==> src/logic/scan_consts.svh <==
`ifndef SCAN_CONSTS_SVH
`define SCAN_CONSTS_SVH

// Number of independent rule contexts
`define SCAN_NUM_RULES 4

// Literal pattern length in bytes
`define SCAN_PAT_LEN 4

// Stream id width, 64 streams
`define SCAN_STREAM_W 6

// Per-rule match counter width
`define SCAN_COUNT_W 16

// Rule patterns, first byte in the high bits
// "root"
`define SCAN_PATTERN_0 32'h726f_6f74
// "exec"
`define SCAN_PATTERN_1 32'h6578_6563
// "/bin"
`define SCAN_PATTERN_2 32'h2f62_696e
// "cmd."
`define SCAN_PATTERN_3 32'h636d_642e

`endif

==> src/logic/scan_pkg.sv <==
`include "scan_consts.svh"

package scan_pkg;

  // One packet byte
  typedef logic [7:0] byte_t;

  // Stream identifier carried with every byte
  typedef logic [`SCAN_STREAM_W-1:0] stream_id_t;

  // Per-rule packet match count
  typedef logic [`SCAN_COUNT_W-1:0] count_t;

  // Recogniser state
  // Upper bits hold the last three bytes, oldest on top
  // Low 2 bits count how many of them are valid
  // All zeros is the start state
  typedef logic [(`SCAN_PAT_LEN-1)*8+1:0] dfa_state_t;

  // One bit per rule, enables and fired flags
  typedef logic [`SCAN_NUM_RULES-1:0] rule_mask_t;

  // Byte sequencer states
  typedef enum logic [2:0] {
    IDLE,
    LOAD,
    LOAD_WAIT,
    CHAR,
    DRAIN,
    FINAL,
    ACK
  } seq_state_t;

endpackage

==> src/logic/packet_sequencer.sv <==
`timescale 1ns/1ps
`include "scan_consts.svh"

module packet_sequencer import scan_pkg::*; (
  input  logic  clk,
  input  logic  rst_n,
  input  logic  req,
  output logic  ack,
  input  byte_t data,
  input  logic  sop,
  input  logic  eop,
  output byte_t char,
  output logic  char_vld,
  output logic  load_state,
  output logic  pkt_end
);

  seq_state_t state;

  // Counts the wait cycles between the last char and pkt_end
  logic [1:0] drain_cnt;

  // Byte is held here while the rules consume it
  always_ff @(posedge clk)
  begin
    if (state == IDLE && req)
      char <= data;
  end

  always_ff @(posedge clk)
  begin
    if (!rst_n)
    begin
      state      <= IDLE;
      ack        <= 1'b0;
      char_vld   <= 1'b0;
      load_state <= 1'b0;
      pkt_end    <= 1'b0;
      drain_cnt  <= 2'd0;
    end
    else
    begin
      case (state)
        IDLE:
        begin
          if (req)
          begin
            // First byte of a packet restores the stream state first
            if (sop)
            begin
              load_state <= 1'b1;
              state      <= LOAD;
            end
            else
            begin
              char_vld <= 1'b1;
              state    <= CHAR;
            end
          end
        end
        LOAD:
        begin
          load_state <= 1'b0;
          state      <= LOAD_WAIT;
        end
        LOAD_WAIT:
        begin
          // Restored state reaches the DFA before this char does
          char_vld <= 1'b1;
          state    <= CHAR;
        end
        CHAR:
        begin
          char_vld  <= 1'b0;
          drain_cnt <= 2'd0;
          if (eop)
          begin
            state <= DRAIN;
          end
          else
          begin
            ack   <= 1'b1;
            state <= ACK;
          end
        end
        DRAIN:
        begin
          // Let accept_r and state_out_r of the last char settle
          drain_cnt <= drain_cnt + 2'd1;
          if (drain_cnt == 2'd2)
          begin
            pkt_end <= 1'b1;
            state   <= FINAL;
          end
        end
        FINAL:
        begin
          // Counts are final now
          pkt_end <= 1'b0;
          ack     <= 1'b1;
          state   <= ACK;
        end
        ACK:
        begin
          if (!req)
          begin
            ack   <= 1'b0;
            state <= IDLE;
          end
        end
        default:
        begin
          state <= IDLE;
        end
      endcase
    end
  end

endmodule

==> config.mk <==
export PLATFORM = sky130hd
export DESIGN_NAME = packet_sequencer
export DESIGN_NICKNAME = d
export VERILOG_FILES = /design/src/logic/scan_pkg.sv /design/src/logic/packet_sequencer.sv
export VERILOG_INCLUDE_DIRS = /design/src /design/src/logic
export SDC_FILE = /design/constraint.sdc
export NUM_CORES = 1
export LEC_CHECK = 0
export BUFFER_PORTS_ARGS = -buffer_cell sky130_fd_sc_hd__buf_2
export CAP_MARGIN = 20
export CORE_MARGIN = 4
export CORE_UTILIZATION = 40
export DETAILED_ROUTE_END_ITERATION = 12
export PLACE_DENSITY = 0.76
export SLEW_MARGIN = 10
export SYNTH_ARGS = -nofsm -noshare
export SYNTH_HDL_FRONTEND = slang
export SYNTH_SLANG_ARGS = --single-unit
==> constraint.sdc <==
create_clock -name clk -period 1.97 [get_ports clk]
set_clock_uncertainty 0.1 [all_clocks]
set_input_delay 0 -clock clk [delete_from_list [all_inputs] [get_ports clk]]
set_output_delay 0 -clock clk [all_outputs]
set_load 0.02 [all_outputs]
==> results.txt <==
vias in the first global route: 559
slowest stage delay, CP: 0.58 ns
Synth cell types: 27
nets: 113
PortBufs: 24
hold-fix buffer count after cts: 12
P&R area growth vs syn: 38.9%
Clock transition at path regs: 0.08 ns
setup bufs post-CTS: 0
TNS Setup: 0 ns
largest net degree at the start of global routing: 13
WHS: 0.00538 ns
H-tree Lvls: 1
Hold Path Stages: 3
Mapped Area: 711 µm²
dpl hpwl: 935 µm
Ys Warns: 0
worst path cell trace: nor2_1 > a21oi_1 > dlygate4sd3_1 > a21oi_1
post-layout instance area: 987 µm²
Crit path arrival time: 1.72 ns
antenna violations before repair: 0
layout cell share with drive strength beyond 1: 35.7%
worst hold-check path type: in -> reg
clk_lat worst skew: 0.29 ns
core box area: 0.00159 mm²
antenna cell count: 0
unrepaired setup endpoints after global routing: no
Final Cycle Share: 83.7%
worst-margin pin slew: 0.409 ns
status: finished, final reports clean
Req. time, crit path: 2.04 ns
fmax: 606 MHz
clock period minus final worst setup slack: 1.65 ns
commonest cells after routing, fill and taps aside: buf_2, dlygate4sd3_1, dfxtp_1
Setup crit end kind: flip-flop
CP max stage cell: dlygate4sd3_1
GRT Util Overall: 12.7%
syn nets: 74
Cell Pwr Density: 747 mW/mm²
antenna viol nets, final: 0
drt drc: 0
CP Class: reg -> reg
drt first pass iters: 4
Std-Cell Rows: 14
DR WL/cell: 12.2 µm
Final Hold Fails: 0
relative slew slack: 72.7%
commonest non-fill, non-tap cell in the layout: buf_2
Via density: 4.87
CP Launch Type: flip-flop
register area share after synthesis: 59.2%
Crit path top cell by count: a21oi_1
grt ovf: 0
Post-DP Area: 841 µm²
CTS tree: done
I/O pin count: 25
Root Buffer: clkbuf_4
final setup vio count: 0
first-pass GRT wire length: 2450 µm
Worst Path Max Fanout: 11
via count: 594
Bufs on Longest Clock Path: 2
CTS Buf Count: 3
DR iter-0 viols: 17
r2r worst-path depth: 4
Chip Height: 50.2 µm
top-area cell type share of the netlist area: 33.8%
Post-CTS Resized: 0
WL final: 1490 µm
LEAKAGE: 0.401 nW
Synth area leaders: edfxtp_1, dfxtp_1, a211oi_2
clk sinks: 17
max cap viols: 0
initial cell density of the core: 44.6%
Max Slew Vio Count: 0
Synth Instances: 60
die area: 0.00252 mm²
Die X: 50.2 µm
Mean Syn Cell Area: 11.8 µm²
Max IR drop VDD: 0.334 mV
Seq cells post-synth: 17
Final Wtd Congestion: 0.826
top cell type by total area after synthesis: edfxtp_1
[synthesized netlist by cell type]
cell,instances
nand3b_1,1
nor3_2,1
nand2_1,3
a211oi_1,2
nand2b_1,2
buf_2,1
o21ai_0,2
o21ai_1,2
nor3_1,4
ha_1,1
a211oi_2,2
edfxtp_1,8
o311a_1,1
nor2_1,3
a21o_1,1
buf_6,2
a21oi_1,4
and2b_4,1
dfxtp_1,9
a221oi_2,1
nor2b_1,1
nor2_2,1
a31oi_1,1
a21oi_2,1
inv_1,3
a2bb2oi_1,1
a21boi_1,1
[final timing paths]
| path | start | to | slack, ns |
|---|---|---|---|
| setup / recovery | state[2] | state[1] | 0.32 |
| hold / removal | sop | load_state | 0.005 |
| setup reg to reg | state[2] | state[1] | 0.32 |
| hold reg to reg | drain_cnt[0] | drain_cnt[0] | 0.41 |
[metal layers]
metal / wire, µm / share of wire (%) / vias to the layer above / GRT usage [%]
met5: 0 / 0 / - / 0
met4: 23 / 1.5 / 0 / 5.53
met3: 129 / 8.7 / 3 / 2.96
met2: 722 / 49 / 34 / 21.3
met1: 610 / 41 / 261 / 15.5
li1: - / - / 296 / -
[logic make-up after synthesis]
kind of cell               Yosys count  share of synthesized area [%]
AOI/OAI and AO/OA                   19                           20.2
and+or+nand+nor                     17                           13.4
DFF                                 17                           59.2
buffers and inverters                6                           5.46
adders and majority gates            1                           1.76
[worst max-delay path: cells and delay by family, from the launching register on]
kind	cells	cell delay [ns]
and+or+nand+nor	1	0.09
buffers and inverters	1	0.58
DFF	1	0.55
AOI/OAI and AO/OA	2	0.23
[cell type report]
cell class              instances  area, µm²
clock buffers                   4       26.3
repair buffers                 37        248
multi-input cells              37        251
well taps                      24       30.0
inverters                       3       11.3
flip-flops and latches         17        420
fillers                       134        607
[flip-flops by register name (all words and copies together) (netlist names)]
name and cells:
drain_cnt 2, state 3, ack 1, char_vld 1, char 8, load_state 1
pkt_end 1
[stage by stage]
stage | power (mW) | cells | util, % | setup WS [ns]
3_3_place_gp | 0.541 | 106 | 52.7 | 0.628
3_5_place_dp | 0.543 | 106 | 52.7 | 0.604
5_1_grt | 0.775 | 122 | 61.9 | 0.254
6_report | 0.738 | 122 | 61.9 | 0.321
2_1_floorplan | 0.509 | 60 | - | 0.399
4_1_cts | 0.741 | 122 | 61.9 | 0.399
[report_power, final]
part,total (mW),internal (mW),leakage (nW),switching (mW)
logic,0.136,0.0653,0.238,0.0707
clock network,0.179,0.0788,0.0150,0.0998
registers,0.423,0.398,0.149,0.0250
(Power assumes the default switching activity.)
