## src/logic/scan_consts.svh

```systemverilog
`ifndef SCAN_CONSTS_SVH
`define SCAN_CONSTS_SVH

// Number of independent rule contexts
`define SCAN_NUM_RULES 4

// Literal pattern length in bytes
`define SCAN_PAT_LEN 4

// Stream id width, 64 streams
`define SCAN_STREAM_W 6

// Per-rule match counter width
`define SCAN_COUNT_W 16

// Rule patterns, first byte in the high bits
// "root"
`define SCAN_PATTERN_0 32'h726f_6f74
// "exec"
`define SCAN_PATTERN_1 32'h6578_6563
// "/bin"
`define SCAN_PATTERN_2 32'h2f62_696e
// "cmd."
`define SCAN_PATTERN_3 32'h636d_642e

`endif

```

## src/logic/scan_pkg.sv

```systemverilog
`include "scan_consts.svh"

package scan_pkg;

  // One packet byte
  typedef logic [7:0] byte_t;

  // Stream identifier carried with every byte
  typedef logic [`SCAN_STREAM_W-1:0] stream_id_t;

  // Per-rule packet match count
  typedef logic [`SCAN_COUNT_W-1:0] count_t;

  // Recogniser state
  // Upper bits hold the last three bytes, oldest on top
  // Low 2 bits count how many of them are valid
  // All zeros is the start state
  typedef logic [(`SCAN_PAT_LEN-1)*8+1:0] dfa_state_t;

  // One bit per rule, enables and fired flags
  typedef logic [`SCAN_NUM_RULES-1:0] rule_mask_t;

  // Byte sequencer states
  typedef enum logic [2:0] {
    IDLE,
    LOAD,
    LOAD_WAIT,
    CHAR,
    DRAIN,
    FINAL,
    ACK
  } seq_state_t;

endpackage

```

## src/logic/literal_dfa.sv

```systemverilog
`timescale 1ns/1ps
`include "scan_consts.svh"

module literal_dfa import scan_pkg::*; #(
  parameter logic [31:0] PATTERN = 32'h0
) (
  input  logic       clk,
  input  logic       rst_n,
  input  byte_t      char,
  input  logic       char_vld,
  input  dfa_state_t state_in,
  input  logic       state_in_vld,
  output dfa_state_t state_out,
  output logic       accept
);

  // History holds one byte less than the pattern
  localparam int HIST_W = (`SCAN_PAT_LEN - 1) * 8;
  localparam logic [1:0] FILL_MAX = 2'(`SCAN_PAT_LEN - 1);

  logic [HIST_W-1:0] hist;
  logic [1:0]        fill;
  logic [HIST_W-1:0] hist_next;
  logic [1:0]        fill_next;
  logic              hit;

  // Current history and fill count from the state register
  assign hist = state_out[HIST_W+1:2];
  assign fill = state_out[1:0];

  // Oldest byte drops off the top, new byte enters at the bottom
  assign hist_next = {hist[HIST_W-9:0], char};

  // Fill count saturates once the history is full
  assign fill_next = (fill == FILL_MAX) ? FILL_MAX : fill + 2'd1;

  // Full history plus this byte spells the pattern
  assign hit = (fill == FILL_MAX) && ({hist, char} == PATTERN);

  always_ff @(posedge clk)
  begin
    if (!rst_n)
    begin
      state_out <= '0;
      accept    <= 1'b0;
    end
    else if (state_in_vld)
    begin
      // Restored or fresh state replaces whatever was here
      state_out <= state_in;
      accept    <= 1'b0;
    end
    else if (char_vld)
    begin
      state_out <= {hist_next, fill_next};
      accept    <= hit;
    end
    else
    begin
      // accept is a one-cycle pulse per matching byte
      accept <= 1'b0;
    end
  end

endmodule

```

## src/logic/rule_context.sv

```systemverilog
`timescale 1ns/1ps
`include "scan_consts.svh"

module rule_context import scan_pkg::*; #(
  parameter logic [31:0] PATTERN = 32'h0
) (
  input  logic       clk,
  input  logic       rst_n,
  input  byte_t      char,
  input  logic       char_vld,
  input  logic       load_state,
  input  logic       new_stream,
  input  logic       pkt_end,
  input  logic       enable,
  input  stream_id_t stream_id,
  output count_t     count,
  output logic       fired
);

  localparam int DEPTH = 1 << `SCAN_STREAM_W;

  // Saved recogniser state, one entry per stream
  dfa_state_t state_mem [DEPTH];

  // State fetched at packet start
  dfa_state_t state_in;
  logic       state_in_vld;

  // Registered recogniser inputs
  byte_t      char_r;
  logic       char_vld_r;
  dfa_state_t state_in_r;
  logic       state_in_vld_r;

  // Recogniser outputs, raw and registered
  dfa_state_t state_out;
  logic       accept;
  dfa_state_t state_out_r;
  logic       accept_r;

  // Fetch saved state on load, fresh streams start empty
  always_ff @(posedge clk)
  begin
    if (load_state)
    begin
      state_in <= new_stream ? '0 : state_mem[stream_id];
    end
  end

  always_ff @(posedge clk)
  begin
    if (!rst_n)
    begin
      state_in_vld <= 1'b0;
    end
    else
    begin
      state_in_vld <= load_state;
    end
  end

  // Strobes of the recogniser boundary
  always_ff @(posedge clk)
  begin
    if (!rst_n)
    begin
      char_vld_r     <= 1'b0;
      state_in_vld_r <= 1'b0;
      accept_r       <= 1'b0;
    end
    else
    begin
      char_vld_r     <= char_vld;
      state_in_vld_r <= state_in_vld;
      accept_r       <= accept;
    end
  end

  // Data of the recogniser boundary
  always_ff @(posedge clk)
  begin
    char_r      <= char;
    state_in_r  <= state_in;
    state_out_r <= state_out;
  end

  // Match flag and packet count
  always_ff @(posedge clk)
  begin
    if (!rst_n)
    begin
      count <= '0;
      fired <= 1'b0;
    end
    else
    begin
      // New packet starts unmatched
      if (load_state)
        fired <= 1'b0;
      // Any registered accept marks the packet as matched
      if (accept_r)
        fired <= 1'b1;
      if (pkt_end)
      begin
        if (enable)
          count <= count + count_t'(fired);
        else
          fired <= 1'b0;
      end
    end
  end

  // Write back the final history of an enabled rule
  always_ff @(posedge clk)
  begin
    if (pkt_end && enable)
      state_mem[stream_id] <= state_out_r;
  end

  literal_dfa #(
    .PATTERN (PATTERN)
  ) i_dfa (
    .clk          (clk),
    .rst_n        (rst_n),
    .char         (char_r),
    .char_vld     (char_vld_r),
    .state_in     (state_in_r),
    .state_in_vld (state_in_vld_r),
    .state_out    (state_out),
    .accept       (accept)
  );

endmodule

```

## config.mk

```make
export PLATFORM = sky130hd
export DESIGN_NAME = rule_context
export DESIGN_NICKNAME = d
export VERILOG_FILES = /design/src/logic/scan_pkg.sv /design/src/logic/literal_dfa.sv /design/src/logic/rule_context.sv
export VERILOG_INCLUDE_DIRS = /design/src /design/src/logic
export SDC_FILE = /design/constraint.sdc
export NUM_CORES = 1
export LEC_CHECK = 0
export BUFFER_PORTS_ARGS = -buffer_cell sky130_fd_sc_hd__buf_2
export CORE_MARGIN = 4
export CORE_UTILIZATION = 50
export CTS_CLUSTER_DIAMETER = 80
export DETAILED_ROUTE_END_ITERATION = 7
export PLACE_DENSITY = 0.69
export SYNTH_ARGS = -nofsm -noshare
export SYNTH_HDL_FRONTEND = slang
export SYNTH_HIERARCHICAL = 1
export SYNTH_SLANG_ARGS = --single-unit
```

## constraint.sdc

```tcl
create_clock -name clk -period 3.14 [get_ports clk]
set_input_delay 0.628 -clock clk [delete_from_list [all_inputs] [get_ports clk]]
set_output_delay 0.628 -clock clk [all_outputs]
set_load 0.02 [all_outputs]
```

==> flow_metrics.tcl <==
set metrics [dict create \
    core_sq_um 136000 \
    ys_types 74 \
    min_from "enable" \
    cp.required_ns 3.65 \
    grt_pass1_vias 39500 \
    grtUsageTotal_pct 26.9 \
    worstPathArrival_ns 3.39 \
    swShare_pct 22.2 \
    cp_top_family "compound AO/OA/AOI/OAI gates" \
    status "finished clean" \
    drt-total-wl_mm 194 \
    cts_tree "built" \
    cpPeakStageDelay_ns 1.10 \
    synth_edf_count 1690 \
    clock_power_share_pct 41.2 \
    utilization_pct 59.0 \
    drv_cap 0 \
    cp-end-kind "flip-flop" \
    ys_warn_count 6 \
    crit_type "in -> reg" \
    relSlewSlack_pct 1.10 \
    dp_hpwl_mm 119 \
    clkTransAtPathRegs_ns 0.07 \
    ys_top_cells_by_area "edfxtp_1 74%, a221oi_1 3.7%, dfxtp_1 3.1%" \
    rr_startpoint "state_mem[14][5]" \
    synth_xor_xnor_area_share_pct 0.178 \
    vias_per_cell 6.60 \
    synth_top_family_by_area "compound AO/OA/AOI/OAI gates" \
    worstPathMaxFanout 22 \
    syn-num-nets 3919 \
    p_int_mw 39.0 \
    p_seq_share_pct 53.4 \
    grt_overflow 0 \
    synth_fa_ha_area_share_pct 0.0364 \
    rsz0062_at_grt "no" \
    fmax_ghz 0.348 \
    die_h_um 379 \
    r2r-end "state_in[5]" \
    fin_nets 4256 \
    combPwrFrac_pct 5.3 \
    start_util_pct 50.5 \
    crit_chain "buf_8, nor2_4, buf_12, a221oi_1, o311ai_0, a2111oi_0, buf_4, a41oi_1" \
    slew_violations 0 \
    netlist.area_leader.share_pct 73.8 \
    final-setup-viol-count 0 \
    hp-class "in -> reg" \
    pin_count 38 \
    synth_top_area_cell "edfxtp_1" \
    cts_root_buffer "clkbuf_16" \
    synth_area_per_cell_sq_um 17.6 \
    remaining_drc_errors 0 \
    worst-slew-pin-transition_ns 1.48 \
    die_area_sq_um 143000 \
    path_buf_inv 3 \
    antenna_found_initial 12 \
    portBuffers 37 \
    drive_gt1_share_pct 23.5 \
    synth-seq-area-share_pct 77.0 \
    min_period_ns 2.88 \
    grt_pass1_wl_mm 279 \
    fillers 9671 \
    yosys.area_share.simple_pct 4.67 \
    netlist_area_sq_um 68700 \
    dr_total_vias 40700 \
    net-switching-power_mw 11.1 \
    wl_per_cell_um 31.4 \
    place_congestion 0.933 \
    cp-start-kind "input pin" \
    area_growth_pct 16.8 \
    cts_setup_buffers 0 \
    fin_skew_ns 0.0239 \
    post-route-period-util_pct 91.6 \
    htreeDepth 4 \
    p_leak_nw 26.7 \
    drtAntennaViolNets 0 \
    firstDrtPassIters 6 \
    p_total_mw 50.1 \
    clockBufferDepth 3 \
    synth.ff_latch_count 1798 \
    ys.flop_type "edfxtp_1" \
    clock_latency_ns 0.81 \
    muxShareOfSynthArea_pct 5.86 \
    min_path_cells 3 \
    slowest_stage "a2111oi_0" \
    num_rows 135 \
    hold_viol 0 \
    power_density_nw_per_um2 625 \
    synth-compound-area-share_pct 10.0 \
    numCtsBuffers 173 \
    drtIter0Drc 6108 \
    syn_inst 3896 \
    r2r_cells 6 \
    die_x_um 379 \
    hold_end "count[0]" \
    clock_sinks 1798 \
    cp_num_cells 8 \
    synth-async-reset-ratio_pct 0 \
    vdd_drop_max_uv 519 \
    grt_start_max_net_pins 83 \
    r2r_slack_ns 0.28 \
]
==> worst min-delay path, cell delays in order <==
cell and delay, ns:
buf_2 0.13, nand3_1 0.08, a21boi_0 0.07
==> how the worst max path moves through the flow <==
stage,from,end,slack (ns)
2_1_floorplan,stream_id[2],state_mem[11][0],-0.22
3_3_place_gp,stream_id[1],state_in[7],-1.43
3_5_place_dp,stream_id[2],state_in[4],-0.81
4_1_cts,state_mem[14][5],state_in[5],0.21
5_1_grt,state_mem[14][5],state_in[5],0.25
6_report,stream_id[1],state_in[5],0.26
==> metrics by stage <==
stage               cell area, sq um  setup slack (ns)  hold WS [ns]  instances  setup TNS (ns)
floorplan                      68700            -0.224         0.323       3896         -279.53
global placement               74500             -1.43         0.324       5830           -4.15
detailed placement             74500            -0.805         0.327       5830           -3.49
CTS                            80300             0.205         0.102       6163               0
global route                   80300             0.246         0.151       6163               0
finish                         80300             0.264         0.150       6166               0
==> synth_stat cells (all sizes together), types with 47 or more instances <==
cell    number
a221oi     291
clkbuf     109
a21oi      133
buf        187
nand2      110
a22oi      135
nor3        47
nand3       53
mux2i      119
o21ai       54
o22ai      110
nor2       125
dfxtp      108
nand3b      85
mux2        92
edfxtp    1690
mux4        80
==> kinds of logic after synthesis <==
| logic type | count (synthesis) |
|---|---|
| buffers and inverters | 304 |
| AOI/OAI and AO/OA | 910 |
| muxes | 291 |
| DFF | 1798 |
| xor gates and xnor gates | 14 |
| adders and majority gates | 2 |
| and+or+nand+nor | 577 |
==> power by group through the flow <==
stage,combinational (mW),sequential [mW],clock (mW)
after CTS,2.63,26.8,20.8
after floorplan,1.29,27.2,0
after detailed placement,2.61,27.3,0
after global routing,2.79,26.8,21.9
after global placement,2.57,27.3,0
final,2.68,26.8,20.7
==> sequential cells by signal, indices dropped and copies added (netlist names) <==
signal and flops:
state_mem 1664, i_dfa/state_out 26, state_in 26, state_in_r 26
state_out_r 26, count 16, char_r 8, accept_r 1
char_vld_r 1, fired 1, i_dfa/accept 1, state_in_vld 1
state_in_vld_r 1
==> timing repair <==
action                                  in CTS  in global routing
hold endpoints to repair                     9                  0
gates resized for setup                      1                  0
hold buffers                                 9                  0
endpoints found under the setup margin       1                  0
==> per-layer routing <==
metal / share of wire (%) / global-route usage (%)
met1: 38 / 37.8
met2: 46 / 41.2
met3: 12 / 6.46
met4: 3.9 / 10.2
met5: 0.014 / 0
==> area by class of cell <==
type | instances | area, sq um | share of cell area (%)
Timing Repair Buffer | 458 | 4870 | 6.07
Clock buffer | 227 | 4700 | 5.85
Antenna cell | 3 | 7.51 | 0.00935
Sequential cell | 1798 | 52900 | 65.9
Clock inverter | 97 | 991 | 1.23
Inverter | 8 | 37.5 | 0.0468
Tap cell | 1781 | 2230 | 2.78
Multi-Input combinational cell | 1794 | 14500 | 18.1
==> cell usage in the layout (no fill, tap or decap), types with 14 or more instances in the layout <==
cell / instances
mux2i_1: 119
o41a_1: 15
o22ai_1: 110
or3b_2: 44
nor3_1: 45
and2_1: 27
and3_1: 14
and3b_1: 18
clkbuf_16: 177
nor2_2: 66
mux2_2: 86
nand3_1: 53
a22o_1: 17
edfxtp_1: 1690
a22oi_1: 135
buf_4: 294
nand2_1: 110
a21o_1: 18
a221oi_1: 291
dfxtp_1: 82
o211a_1: 25
o21ai_0: 53
clkinv_2: 22
clkinv_1: 31
dfxtp_2: 26
nand3b_1: 85
clkbuf_1: 42
a21oi_1: 133
buf_2: 34
mux4_2: 80
a2111oi_0: 18
nor2_1: 57
a41oi_1: 24
buf_12: 118
No activity file was read; power rests on OpenSTA's default activity.
