[config.mk]
export PLATFORM = sky130hd
export DESIGN_NAME = stream_table
export DESIGN_NICKNAME = d
export VERILOG_FILES = /design/src/logic/scan_pkg.sv /design/src/logic/stream_table.sv
export VERILOG_INCLUDE_DIRS = /design/src /design/src/logic
export SDC_FILE = /design/constraint.sdc
export NUM_CORES = 1
export LEC_CHECK = 0
export BUFFER_PORTS_ARGS = -buffer_cell sky130_fd_sc_hd__buf_4
export CORE_MARGIN = 8
export CORE_UTILIZATION = 23
export CTS_BUF_LIST = sky130_fd_sc_hd__clkbuf_8
export CTS_CLUSTER_DIAMETER = 150
export DETAILED_ROUTE_END_ITERATION = 16
export SLEW_MARGIN = 15
export SYNTH_ARGS = -nofsm -noshare
export SYNTH_HDL_FRONTEND = slang
export SYNTH_SLANG_ARGS = --single-unit
export TNS_END_PERCENT = 30
[constraint.sdc]
create_clock -name clk -period 4.1 [get_ports clk]
set_input_delay 0.205 -clock clk [delete_from_list [all_inputs] [get_ports clk]]
set_output_delay 0.205 -clock clk [all_outputs]
set_load 0.01 [all_outputs]
[src/logic/scan_consts.svh]
`ifndef SCAN_CONSTS_SVH
`define SCAN_CONSTS_SVH

// Number of independent rule contexts
`define SCAN_NUM_RULES 4

// Literal pattern length in bytes
`define SCAN_PAT_LEN 4

// Stream id width, 64 streams
`define SCAN_STREAM_W 6

// Per-rule match counter width
`define SCAN_COUNT_W 16

// Rule patterns, first byte in the high bits
// "root"
`define SCAN_PATTERN_0 32'h726f_6f74
// "exec"
`define SCAN_PATTERN_1 32'h6578_6563
// "/bin"
`define SCAN_PATTERN_2 32'h2f62_696e
// "cmd."
`define SCAN_PATTERN_3 32'h636d_642e

`endif

[src/logic/scan_pkg.sv]
`include "scan_consts.svh"

package scan_pkg;

  // One packet byte
  typedef logic [7:0] byte_t;

  // Stream identifier carried with every byte
  typedef logic [`SCAN_STREAM_W-1:0] stream_id_t;

  // Per-rule packet match count
  typedef logic [`SCAN_COUNT_W-1:0] count_t;

  // Recogniser state
  // Upper bits hold the last three bytes, oldest on top
  // Low 2 bits count how many of them are valid
  // All zeros is the start state
  typedef logic [(`SCAN_PAT_LEN-1)*8+1:0] dfa_state_t;

  // One bit per rule, enables and fired flags
  typedef logic [`SCAN_NUM_RULES-1:0] rule_mask_t;

  // Byte sequencer states
  typedef enum logic [2:0] {
    IDLE,
    LOAD,
    LOAD_WAIT,
    CHAR,
    DRAIN,
    FINAL,
    ACK
  } seq_state_t;

endpackage

[src/logic/stream_table.sv]
`timescale 1ns/1ps
`include "scan_consts.svh"

module stream_table import scan_pkg::*; (
  input  logic       clk,
  input  logic       rst_n,
  input  stream_id_t stream_id,
  input  logic       load_state,
  output logic       new_stream
);

  localparam int NUM_STREAMS = 1 << `SCAN_STREAM_W;

  // One bit per stream id, set once the stream has started a packet
  logic [NUM_STREAMS-1:0] seen;

  // The state memories in the rule contexts hold garbage
  // until a stream has written its first entry
  // A clear bit here makes every rule start from the empty state

  // Answer straight from the map for the id on the link
  assign new_stream = ~seen[stream_id];

  always_ff @(posedge clk)
  begin
    if (!rst_n)
    begin
      // All streams unknown after reset
      seen <= '0;
    end
    else if (load_state)
    begin
      // Rule contexts sample new_stream in this same cycle
      // so the mark only shows from the next packet on
      seen[stream_id] <= 1'b1;
    end
  end

endmodule

==> results of run 1 <==
[cells by family after synthesis]
| group | share of synthesized area, % |
|---|---|
| flip-flops | 43.3 |
| AO/OA/AOI/OAI | 20.2 |
| buffers and inverters | 5.32 |
| multiplexers | 8.79 |
| AND/OR/NAND/NOR | 22.4 |
[per-stage QoR]
step | instance area [µm²] | instances
2_1_floorplan | 2960 | 317
3_3_place_gp | 3090 | 474
3_5_place_dp | 3090 | 474
4_1_cts | 3280 | 490
5_1_grt | 3280 | 490
6_report | 3280 | 490
[placed cells by master, fill, tap and decap left out, types with 3 or more instances in the layout]
master	n
clkinvlp_4	3
clkbuf_8	10
mux2_2	3
nand2_1	8
nand3_1	4
nor3b_1	6
a21oi_1	31
nor2b_1	34
mux2i_1	5
nor2_1	38
o21a_1	33
and2_1	3
dfxtp_1	64
nor3_1	9
nand4_1	3
o21ai_0	6
mux4_1	4
buf_4	9
o221ai_1	3
or2_2	3
[final cells by class]
class	instances	area, µm²	area share [%]
clock buffer	10	138	4.20
clock inverter	6	45.0	1.38
inverter	2	7.51	0.229
multi-input combinational	227	1520	46.4
sequential	64	1280	39.1
tap	172	215	6.57
timing repair buffer	9	67.6	2.06
[critical path, cell delays in order]
cell and delay [ns]:
buf_4 0.39, nand2b_4 0.27, o221ai_1 0.13, a211o_1 0.28
a311o_1 0.31, or4_1 0.60, buf_4 0.18
[power groups by stage]
stage / clock, mW / combinational, mW / sequential (mW)
global placement: 0 / 0.103 / 0.643
finish: 0.488 / 0.104 / 0.628
CTS: 0.502 / 0.104 / 0.628
global route: 0.533 / 0.114 / 0.628
floorplan: 0 / 0.0829 / 0.642
detailed placement: 0 / 0.104 / 0.643
[worst max path at each step]
stage               slack (ns)         start          to
finish                    1.52  stream_id[1]  new_stream
global route              1.44  stream_id[1]  new_stream
CTS                       1.53  stream_id[1]  new_stream
detailed placement        1.54  stream_id[1]  new_stream
global placement          1.54  stream_id[1]  new_stream
floorplan                 2.16  stream_id[0]  new_stream
[per-layer routing]
metal	up-vias	part of all wire, %
met5	-	0
met1	1068	48
met4	0	1.3
met3	8	5.8
li1	1110	-
met2	47	45
==> key figures, run 1 <==
Global routing
  – Overall fraction of global-route tracks in use: 9.03%
  – Met3 Use GR: 3.37%
  – Met2 Resource Use GR: 13.4%
  – Layer carrying the most global-route usage: met2
  – First-pass GRT wire length: 11700 µm
  – M1 GR Usage: 11.5%
  – Final global-route overflow total: 0
  – Initial antenna violation count: 0
  – Largest net degree at the start of global routing: 65
  – Vias in the first global route: 2279

Timing
  – Max-slew violations: 0
  – WHS: 0.336 ns
  – Worst rel slew slack: 34.4%
  – Final Hold Viols: 0
  – Achievable clock frequency: 0.387 GHz
  – Min Clock Period, post-route: 2.58 ns
  – Slew at the pin with the worst max-slew slack: 0.982 ns
  – Clock Skew: 0 ns
  – Final Cycle Share: 63.0%
  – Fin worst setup slack: 1.52 ns
  – RSZ-0062 raised after global routing: no
  – Setup violators final: 0
  – Post-Route Setup TNS: 0 ns

Die
  – IO Pins: 10
  – Core area: 12600 µm²
  – Die X: 129 µm
  – Die Ht: 129 µm
  – FP Rows: 41
  – Die area: 16800 µm²
  – Initial Util: 23.5%

Yosys
  – Register bit total from synthesis: 64
  – Post-synth top cells: 64 x dfxtp_1, 38 x nor2_1, 34 x nor2b_1, 33 x o21a_1, 31 x a21oi_1
  – Synthesized area: 2960 µm²
  – Count leader, synth: dfxtp_1
  – Register area share after synthesis: 43.3%
  – FFs w/ async S/R, synth: 0%
  – Ys flop type: dfxtp_1
  – Mean Syn Cell Area: 9.34 µm²
  – Cells after Synth: 317
  – Share of the synthesized area in the top cell type: 43.3%
  – Post-synth EDFFs: 0
  – Syn nets: 326
  – Netlist cell types: 49
  – Synth top area cells: dfxtp_1 43%, o21a_1 8.4%, nor2b_1 7.2%, a21oi_1 5.2%, nor2_1 4.8%
  – YS warnings: 0
  – Synth area leader: dfxtp_1

Cells and area
  – Fraction of layout cells with a size suffix above 1: 12.6%
  – # diodes: 0
  – Top flop regs: seen: 64 flops
  – Final Util: 26.0%
  – Max FFs per register: 64
  – Area Overhead vs Synth: 10.7%
  – Final nets: 322
  – # fillers: 1381
  – Reg with most FFs: seen

Routing
  – Routed Wire Length: 7220 µm
  – Vias post-DR: 2233
  – 1st-iter DRT viols: 183
  – Detail Route Antenna Nets: 0
  – Routed wire length per instance: 14.7 µm
  – Drt drc: 0
  – Initial DRT Pass Iterations: 4
  – Vias per cell: 4.56

Power and ir drop
  – Leakage: 1.13 nW
  – Power per cell area: 373 nW/µm²
  – Internal Power: 0.900 mW
  – Sequential fraction of design power: 51.5%
  – Sw Ratio: 26.2%
  – Logic pwr share: 8.5%
  – Clock power share: 40.0%
  – NetSw: 0.320 mW
  – Power, Total: 1.22 mW
  – Max rail drop VDD: 125 µV

Worst hold path
  – HP Class: in -> reg
  – Min-Delay Endpoint: seen[55]$_SDFFE_PN0P_
  – Hold path depth: 3
  – Hold path start: stream_id[0]

Clock network
  – CTS tree: yes
  – Htree depth: 3
  – PostCTS Resize Cnt: 0
  – Clock transition at path regs: 0.07 ns
  – CTS Sinks: 64
  – CTS Buffer Depth: 2
  – Setup bufs post-CTS: 0
  – Clock buffer count from CTS: 9
  – Hold buffers post-CTS: 0
  – Root Driver: clkbuf_8
  – Clock latency on the worst-skew pair: 0.34 ns

Setup path
  – Reg2reg setup slack: 3.47 ns
  – Crit path launch type: input pin
  – Critical Path AT: 2.38 ns
  – R2R Path End: seen[20]$_SDFFE_PN0P_
  – Worst Reg-to-Reg Cells: 2
  – WP data required: 3.89 ns
  – Setup CP Type: in -> out
  – Nature of the critical path endpoint: primary output
  – Reg-to-reg startpoint: seen[20]$_SDFFE_PN0P_
  – Crit Path Max Fanout: 37

Place
  – GPL Wtd Cong: 0.790
  – Hpwl dp: 4750 µm
  – IO Port Bufs: 9
  – Post-place setup slack: 1.54 ns

Outcome
  – Outcome: finished, final reports clean

Flow run
  – Max-capacitance violation count: 0
No activity file was read; power rests on OpenSTA's default activity.
==> run 2: changes to the inputs <==
==> constraint.sdc (replaced) <==
create_clock -name clk -period 2.1 [get_ports clk]
set_input_delay 0.105 -clock clk [delete_from_list [all_inputs] [get_ports clk]]
set_output_delay 0.105 -clock clk [all_outputs]
set_load 0.01 [all_outputs]
==> run 2 against run 1 <==
The run now ends with setup timing left. Clock skew unchanged. Non-clock buffer count increased by 19. Routed wire length decreased by 0.84%. First-iteration DRC count decreased by 14%. Clock-buffer cell count decreased by 1. Via count increased by 5.0%. Flip-flop and latch count unchanged.
==> key figures, run 2 (synthesis results as in run 1) <==
Die
  – Core area: 12600 µm² (unchanged)
  – Die Ht: 129 µm (unchanged)
  – IO Pins: 10 (unchanged)
  – FP Rows: 41 (unchanged)
  – Die area: 16800 µm² (unchanged)
  – Die X: 129 µm (unchanged)
  – Initial Util: 23.5% (unchanged)

Cells and area
  – Most frequent cells in the layout: 58 x dfxtp_1, 38 x nor2_1, 33 x o21a_1, 33 x nor2b_1, 31 x a21oi_1 (was 64 x dfxtp_1, 38 x nor2_1, 34 x nor2b_1, 33 x o21a_1, 31 x a21oi_1)
  – Area Overhead vs Synth: 18.1% (was 10.7%)
  – Top flop regs: seen: 64 flops (unchanged)
  – Reg with most FFs: seen (unchanged)
  – # fillers: 1362 (was 1381)
  – Area of the multi-input gates: 1540 µm² (was 1520 µm²)
  – Fraction of layout cells with a size suffix above 1: 20.2% (was 12.6%)
  – Most common cell after layout, fill and taps aside: dfxtp_1 (unchanged)
  – Max FFs per register: 64 (unchanged)
  – Seq. cell area: 1290 µm² (was 1280 µm²)
  – # diodes: 0 (unchanged)
  – Final nets: 341 (was 322)

Global routing
  – Overall fraction of global-route tracks in use: 8.95% (was 9.03%)
  – Final global-route overflow total: 0 (unchanged)
  – Met2 Resource Use GR: 14.3% (was 13.4%)
  – First-pass GRT wire length: 11700 µm (about the same)
  – Vias in the first global route: 2253 (was 2279)
  – Met3 Use GR: 2.88% (was 3.37%)
  – M1 GR Usage: 11.2% (was 11.5%)
  – Initial antenna violation count: 0 (unchanged)
  – Layer carrying the most global-route usage: met2 (unchanged)
  – Largest net degree at the start of global routing: 65 (unchanged)

Outcome
  – Failing checks: setup timing
  – Outcome: finished with violations (was finished, final reports clean)

Timing
  – Setup violators final: 1 (was 0)
  – Fin worst setup slack: -0.184 ns (was 1.52 ns)
  – Post-Route Setup TNS: -0.184 ns (was 0 ns)
  – Final Cycle Share: 109%
  – Slew at the pin with the worst max-slew slack: 0.974 ns (was 0.982 ns)
  – RSZ-0062 raised after global routing: yes (was no)
  – Max-slew violations: 0 (unchanged)
  – Final Hold Viols: 0 (unchanged)
  – Min Clock Period, post-route: 2.28 ns
  – Worst rel slew slack: 34.6% (was 34.4%)
  – Clock Skew: 0 ns (unchanged)
  – Achievable clock frequency: 0.438 GHz

Routing
  – Routed Wire Length: 7160 µm (was 7220 µm)
  – Vias per cell: 4.61 (was 4.56)
  – Initial DRT Pass Iterations: 4 (unchanged)
  – Detail Route Antenna Nets: 0 (unchanged)
  – Vias post-DR: 2344 (was 2233)
  – Routed wire length per instance: 14.1 µm (was 14.7 µm)
  – Drt drc: 0 (unchanged)
  – 1st-iter DRT viols: 158 (was 183)

Power and ir drop
  – Leakage: 1.25 nW (was 1.13 nW)
  – Max rail drop VDD: 375 µV (was 125 µV)
  – Power per cell area: 744 nW/µm² (was 373 nW/µm²)

Flow run
  – Max-capacitance violation count: 0 (unchanged)

Clock network
  – CTS Sinks: 64 (unchanged)
  – Clock latency on the worst-skew pair: 0.34 ns (about the same)
  – Hold buffers post-CTS: 0 (unchanged)
  – Clock transition at path regs: 0.07 ns (about the same)
  – CTS Buffer Depth: 2 (unchanged)
  – Setup bufs post-CTS: 0 (unchanged)
  – Htree depth: 3 (unchanged)
  – Root Driver: clkbuf_8 (unchanged)
  – Clock buffer count from CTS: 9 (unchanged)
  – CTS tree: yes (unchanged)

Setup path
  – Critical Path Max Stage Delay: 0.54 ns (was 0.60 ns)
  – Top delay family on crit path: compound AO/OA/AOI/OAI gates (was simple AND/OR/NAND/NOR gates)
  – Crit Path Max Fanout: 2 (was 37)
  – WP data required: 2.00 ns (was 3.89 ns)
  – Worst path slowest cell: or4_4 (was or4_1)
  – Critical-path cell list: mux2_4 > o221ai_2 > a211o_1 > a311o_1 > or4_4 > buf_6 (was buf_4 > nand2b_4 > o221ai_1 > a211o_1 > a311o_1 > or4_1 > buf_4)
  – Setup CP Type: reg -> out (was in -> out)
  – Crit path buf inv count: 1 (was 2)
  – Nature of the critical path endpoint: primary output (unchanged)
  – Critical Path AT: 2.18 ns (was 2.38 ns)
  – Crit path launch type: flip-flop (was input pin)

Place
  – GPL Wtd Cong: 0.807 (was 0.790)
  – Hpwl dp: 4990 µm (was 4750 µm)
  – Post-place setup slack: -0.00476 ns (was 1.54 ns)
  – IO Port Bufs: 9 (unchanged)

Worst hold path
  – HP Class: in -> reg (unchanged)
-- run 2: changes by cell type in the layout (fill, tap and decap cells not counted), sizes merged --
cell	change
bufinv	+2
clkinvlp	-1
clkbuf	-1
buf	+19
clkinv	-1
-- run 2: area by class of cell --
type / instances / area share [%]
multi-input combinational: 227 / 44.0
sequential: 64 / 36.9
timing repair buffer: 28 / 6.83
tap: 172 / 6.15
clock buffer: 9 / 3.54
clock inverter: 6 / 2.43
inverter: 2 / 0.215
-- run 2: worst register-to-register path, delay by kind of cell (launching register included) --
family	cells	cell delay, ns
flops	1	0.32
compound gates	1	0.14
simple gates	1	0.06
-- run 2: routing by layer --
layer	wire length, µm	up-vias
met1	3400	1143
met4	48	0
li1	-	1153
met3	360	8
met5	0	-
met2	3350	40
-- run 2: worst paths after layout --
path,from,to,slack (ns),cells past startpoint
hold reg to reg,seen[49]$_SDFFE_PN0P_,seen[49]$_SDFFE_PN0P_,0.46,1
hold / removal,stream_id[5],seen[20]$_SDFFE_PN0P_,0.24,4
setup / recovery,seen[52]$_SDFFE_PN0P_,new_stream,-0.18,6
setup reg to reg,seen[55]$_SDFFE_PN0P_,seen[55]$_SDFFE_PN0P_,1.48,2
-- run 2: timing repair --
item / in CTS / in global routing
cloned: 0 / 0
pin swaps: 4 / 1
gates resized for setup: 8 / 4
endpoints found under the setup margin: 1 / 1
-- run 2: per-stage QoR --
| stage | cell area (µm²) | instances | total power [mW] | utilization (%) | hold slack, ns |
|---|---|---|---|---|---|
| floorplan | 2960 | 317 | 1.41 | - | 0.432 |
| global placement | 3260 | 493 | 1.49 | 25.8 | 0.438 |
| detailed placement | 3260 | 493 | 1.49 | 25.8 | 0.445 |
| CTS | 3490 | 508 | 2.63 | 27.7 | 0.222 |
| global route | 3500 | 508 | 2.71 | 27.7 | 0.258 |
| finish | 3500 | 508 | 2.60 | 27.7 | 0.244 |
-- run 2: report_power, final --
| group | switching (mW) | internal (mW) |
|---|---|---|
| registers | 0.00469 | 1.22 |
| clock network | 0.478 | 0.657 |
| logic | 0.136 | 0.106 |
| total | 0.618 | 1.98 |
==> run 3: changes to the inputs <==
--- a/config.mk
+++ b/config.mk
@@ -6,6 +6,8 @@
 export SDC_FILE = /design/constraint.sdc
 export NUM_CORES = 1
 export LEC_CHECK = 0
+export ABC_AREA = 1
+export ABC_CLOCK_PERIOD_IN_PS = 2100
 export BUFFER_PORTS_ARGS = -buffer_cell sky130_fd_sc_hd__buf_4
 export CORE_MARGIN = 8
 export CORE_UTILIZATION = 23
==> run 3 against run 2 <==
Clock skew did not move. Setup slack improved by 0.70 ns. Fmax increased by 44%. The run now ends clean. Combinational power rose by 8.7%. Sequential share of layout area fell by 0.35 points. Core utilization down 0.89 points. Cell count rose by 23%. Hold slack got worse by 0.098 ns. Clock power increased by 8%. Largest cell class unchanged. Critical path type unchanged.
==> key figures, run 3 <==
Outcome
  – Outcome: finished, final reports clean (was finished with violations)

Cells and area
  – Area Overhead vs Synth: 15.2% (was 18.1%)
  – Top flop regs: seen: 64 flops (unchanged)
  – Reg with most FFs: seen (unchanged)
  – Max FFs per register: 64 (unchanged)
  – # fillers: 1434 (was 1362)
  – Final Cell Area: 3510 µm² (was 3500 µm²)
  – Fraction of layout cells with a size suffix above 1: 14.0% (was 20.2%)
  – Most common cell after layout, fill and taps aside: nand2_1 (was dfxtp_1)
  – Most frequent cells in the layout: 161 x nand2_1, 64 x a21oi_1, 64 x dfxtp_1, 40 x nor2_1, 36 x inv_1 (was 58 x dfxtp_1, 38 x nor2_1, 33 x o21a_1, 33 x nor2b_1, 31 x a21oi_1)
  – Final nets: 455 (was 341)
  – # diodes: 0 (unchanged)

Timing
  – Max-slew violations: 0 (unchanged)
  – Clock Skew: 0 ns (unchanged)
  – Final Hold Viols: 0 (unchanged)
  – Setup violators final: 0 (was 1)
  – Worst rel slew slack: 52.1% (was 34.6%)
  – RSZ-0062 raised after global routing: no (was yes)
  – Achievable clock frequency: 0.631 GHz (was 0.438 GHz)
  – Slew at the pin with the worst max-slew slack: 0.715 ns (was 0.974 ns)
  – Min Clock Period, post-route: 1.59 ns (was 2.28 ns)
  – Final Cycle Share: 75.5% (was 109%)
  – Post-Route Setup TNS: 0 ns (was -0.184 ns)

Setup path
  – WP data required: 2.00 ns (about the same)
  – Crit path launch type: flip-flop (unchanged)
  – Crit path from: seen[11]$_SDFFE_PN0P_ (was seen[52]$_SDFFE_PN0P_)
  – Nature of the critical path endpoint: primary output (unchanged)
  – Crit Path Max Fanout: 2 (unchanged)
  – Setup CP Type: reg -> out (unchanged)
  – Reg-to-reg startpoint: seen[42]$_SDFFE_PN0P_ (was seen[55]$_SDFFE_PN0P_)
  – Critical Path AT: 1.48 ns (was 2.18 ns)

Clock network
  – CTS tree: yes (unchanged)
  – Root Driver: clkbuf_8 (unchanged)
  – PostCTS Resize Cnt: 0 (was 8)
  – CTS Sinks: 64 (unchanged)
  – Clock latency on the worst-skew pair: 0.35 ns (was 0.34 ns)
  – Htree depth: 3 (unchanged)
  – CTS Buffer Depth: 2 (unchanged)
  – Setup bufs post-CTS: 0 (unchanged)
  – Clock transition at path regs: 0.08 ns (was 0.07 ns)
  – Clock buffer count from CTS: 9 (unchanged)
  – Hold buffers post-CTS: 0 (unchanged)

Yosys
  – Share of the synthesized area in the top cell type: 42.1% (was 43.3%)
  – Ys flop type: dfxtp_1 (unchanged)
  – Synth top area cells: dfxtp_1 42%, nand2_1 20%, a21oi_1 11%, nor2_1 4.9%, inv_1 4.4% (was dfxtp_1 43%, o21a_1 8.4%, nor2b_1 7.2%, a21oi_1 5.2%, nor2_1 4.8%)
  – Syn nets: 446 (was 326)
  – Netlist cell types: 20 (was 49)
  – Post-synth EDFFs: 0 (unchanged)
  – YS warnings: 0 (unchanged)
  – FFs w/ async S/R, synth: 0% (unchanged)
  – Post-synth top cells: 161 x nand2_1, 64 x a21oi_1, 64 x dfxtp_1, 40 x nor2_1, 36 x inv_1 (was 64 x dfxtp_1, 38 x nor2_1, 34 x nor2b_1, 33 x o21a_1, 31 x a21oi_1)
  – Mean Syn Cell Area: 6.97 µm² (was 9.34 µm²)
  – Synth area leader: dfxtp_1 (unchanged)
  – Count leader, synth: nand2_1 (was dfxtp_1)
  – Register area share after synthesis: 42.1% (was 43.3%)
  – Register bit total from synthesis: 64 (unchanged)
  – Synthesized area: 3050 µm² (was 2960 µm²)
  – Cells after Synth: 437 (was 317)

Die
  – Die area: 17200 µm² (was 16800 µm²)
  – Core area: 13100 µm² (was 12600 µm²)
  – Initial Util: 23.3% (was 23.5%)
  – IO Pins: 10 (unchanged)
  – Die X: 131 µm (was 129 µm)
  – Die Ht: 131 µm (was 129 µm)
  – FP Rows: 42 (was 41)

Power and ir drop
  – Max rail drop VDD: 271 µV (was 375 µV)
  – Leakage: 1.37 nW (was 1.25 nW)
  – Power, Total: 2.71 mW (was 2.60 mW)
  – Power per cell area: 773 nW/µm² (was 744 nW/µm²)

Global routing
  – First-pass GRT wire length: 12800 µm (was 11700 µm)
  – Overall fraction of global-route tracks in use: 9.71% (was 8.95%)
  – Vias in the first global route: 2609 (was 2253)
  – Final global-route overflow total: 0 (unchanged)
  – Initial antenna violation count: 0 (unchanged)
  – Largest net degree at the start of global routing: 65 (unchanged)

Routing
  – Routed wire length per instance: 12.2 µm (was 14.1 µm)
  – 1st-iter DRT viols: 276 (was 158)
  – Initial DRT Pass Iterations: 4 (unchanged)
  – Vias post-DR: 2709 (was 2344)
  – Routed Wire Length: 7640 µm (was 7160 µm)
  – Detail Route Antenna Nets: 0 (unchanged)
  – Vias per cell: 4.32 (was 4.61)
  – Drt drc: 0 (unchanged)

Place
  – DP Area: 3280 µm² (was 3260 µm²)
  – GPL Wtd Cong: 0.783 (was 0.807)
  – IO Port Bufs: 9 (unchanged)
  – Hpwl dp: 5060 µm (was 4990 µm)

Worst hold path
  – HP Class: in -> reg (unchanged)
  – Hold path start: stream_id[3] (was stream_id[5])

Flow run
  – Max-capacitance violation count: 0 (unchanged)
run 3: cells by family after synthesis:
group / after synthesis / synth area share (%)
simple gates: 242 / 37.1
compound gates: 66 / 10.9
buf+inv: 65 / 9.94
flops: 64 / 42.1
run 3: worst max-delay path, cell delays in order, from the launching register on:
cell	delay [ns]
dfxtp_1	0.32
inv_1	0.05
nand2_1	0.05
nand2_1	0.06
nand2_1	0.05
nand2_1	0.06
nand2_1	0.05
nand2_1	0.04
nand2_1	0.05
nand2_1	0.08
nor2_1	0.09
nand2_1	0.07
buf_4	0.14
run 3: layout make-up:
| cell class | count | area [µm²] | share of cell area, % |
|---|---|---|---|
| Clock buffer | 11 | 151 | 4.31 |
| Clock inverter | 5 | 78.8 | 2.25 |
| Inverter | 45 | 169 | 4.81 |
| Multi-Input combinational cell | 308 | 1460 | 41.6 |
| Sequential cell | 64 | 1280 | 36.5 |
| Tap cell | 176 | 220 | 6.27 |
| Timing Repair Buffer | 18 | 148 | 4.21 |
run 3: path summary, 6_finish.rpt:
kind,cells past startpoint,end,slack [ns]
max reg2reg,2,seen[42]$_SDFFE_PN0P_,1.48
min,4,seen[51]$_SDFFE_PN0P_,0.15
max,12,new_stream,0.51
min reg2reg,2,seen[52]$_SDFFE_PN0P_,0.45
run 3: through the flow:
step	cells	util [%]	setup WS (ns)	hold slack, ns
after global routing	627	26.8	0.274	0.159
after global placement	611	25.1	0.514	0.442
after floorplan	437	-	1.00	0.282
after CTS	627	26.8	0.489	0.143
final	627	26.8	0.515	0.146
after detailed placement	611	25.1	0.518	0.446
run 3: per-layer routing:
layer | track usage (%) | wire length (µm)
met4 | 4.05 | 163
met5 | 0 | 0
met2 | 15.2 | 3550
met3 | 3.68 | 423
met1 | 11.7 | 3510
run 3: where the power goes:
part / leakage (nW) / internal (mW) / switching [mW]
clock: 0.119 / 0.731 / 0.493
sequential: 0.516 / 1.22 / 0.00352
combinational: 0.740 / 0.0790 / 0.184
total: 1.37 / 2.03 / 0.680
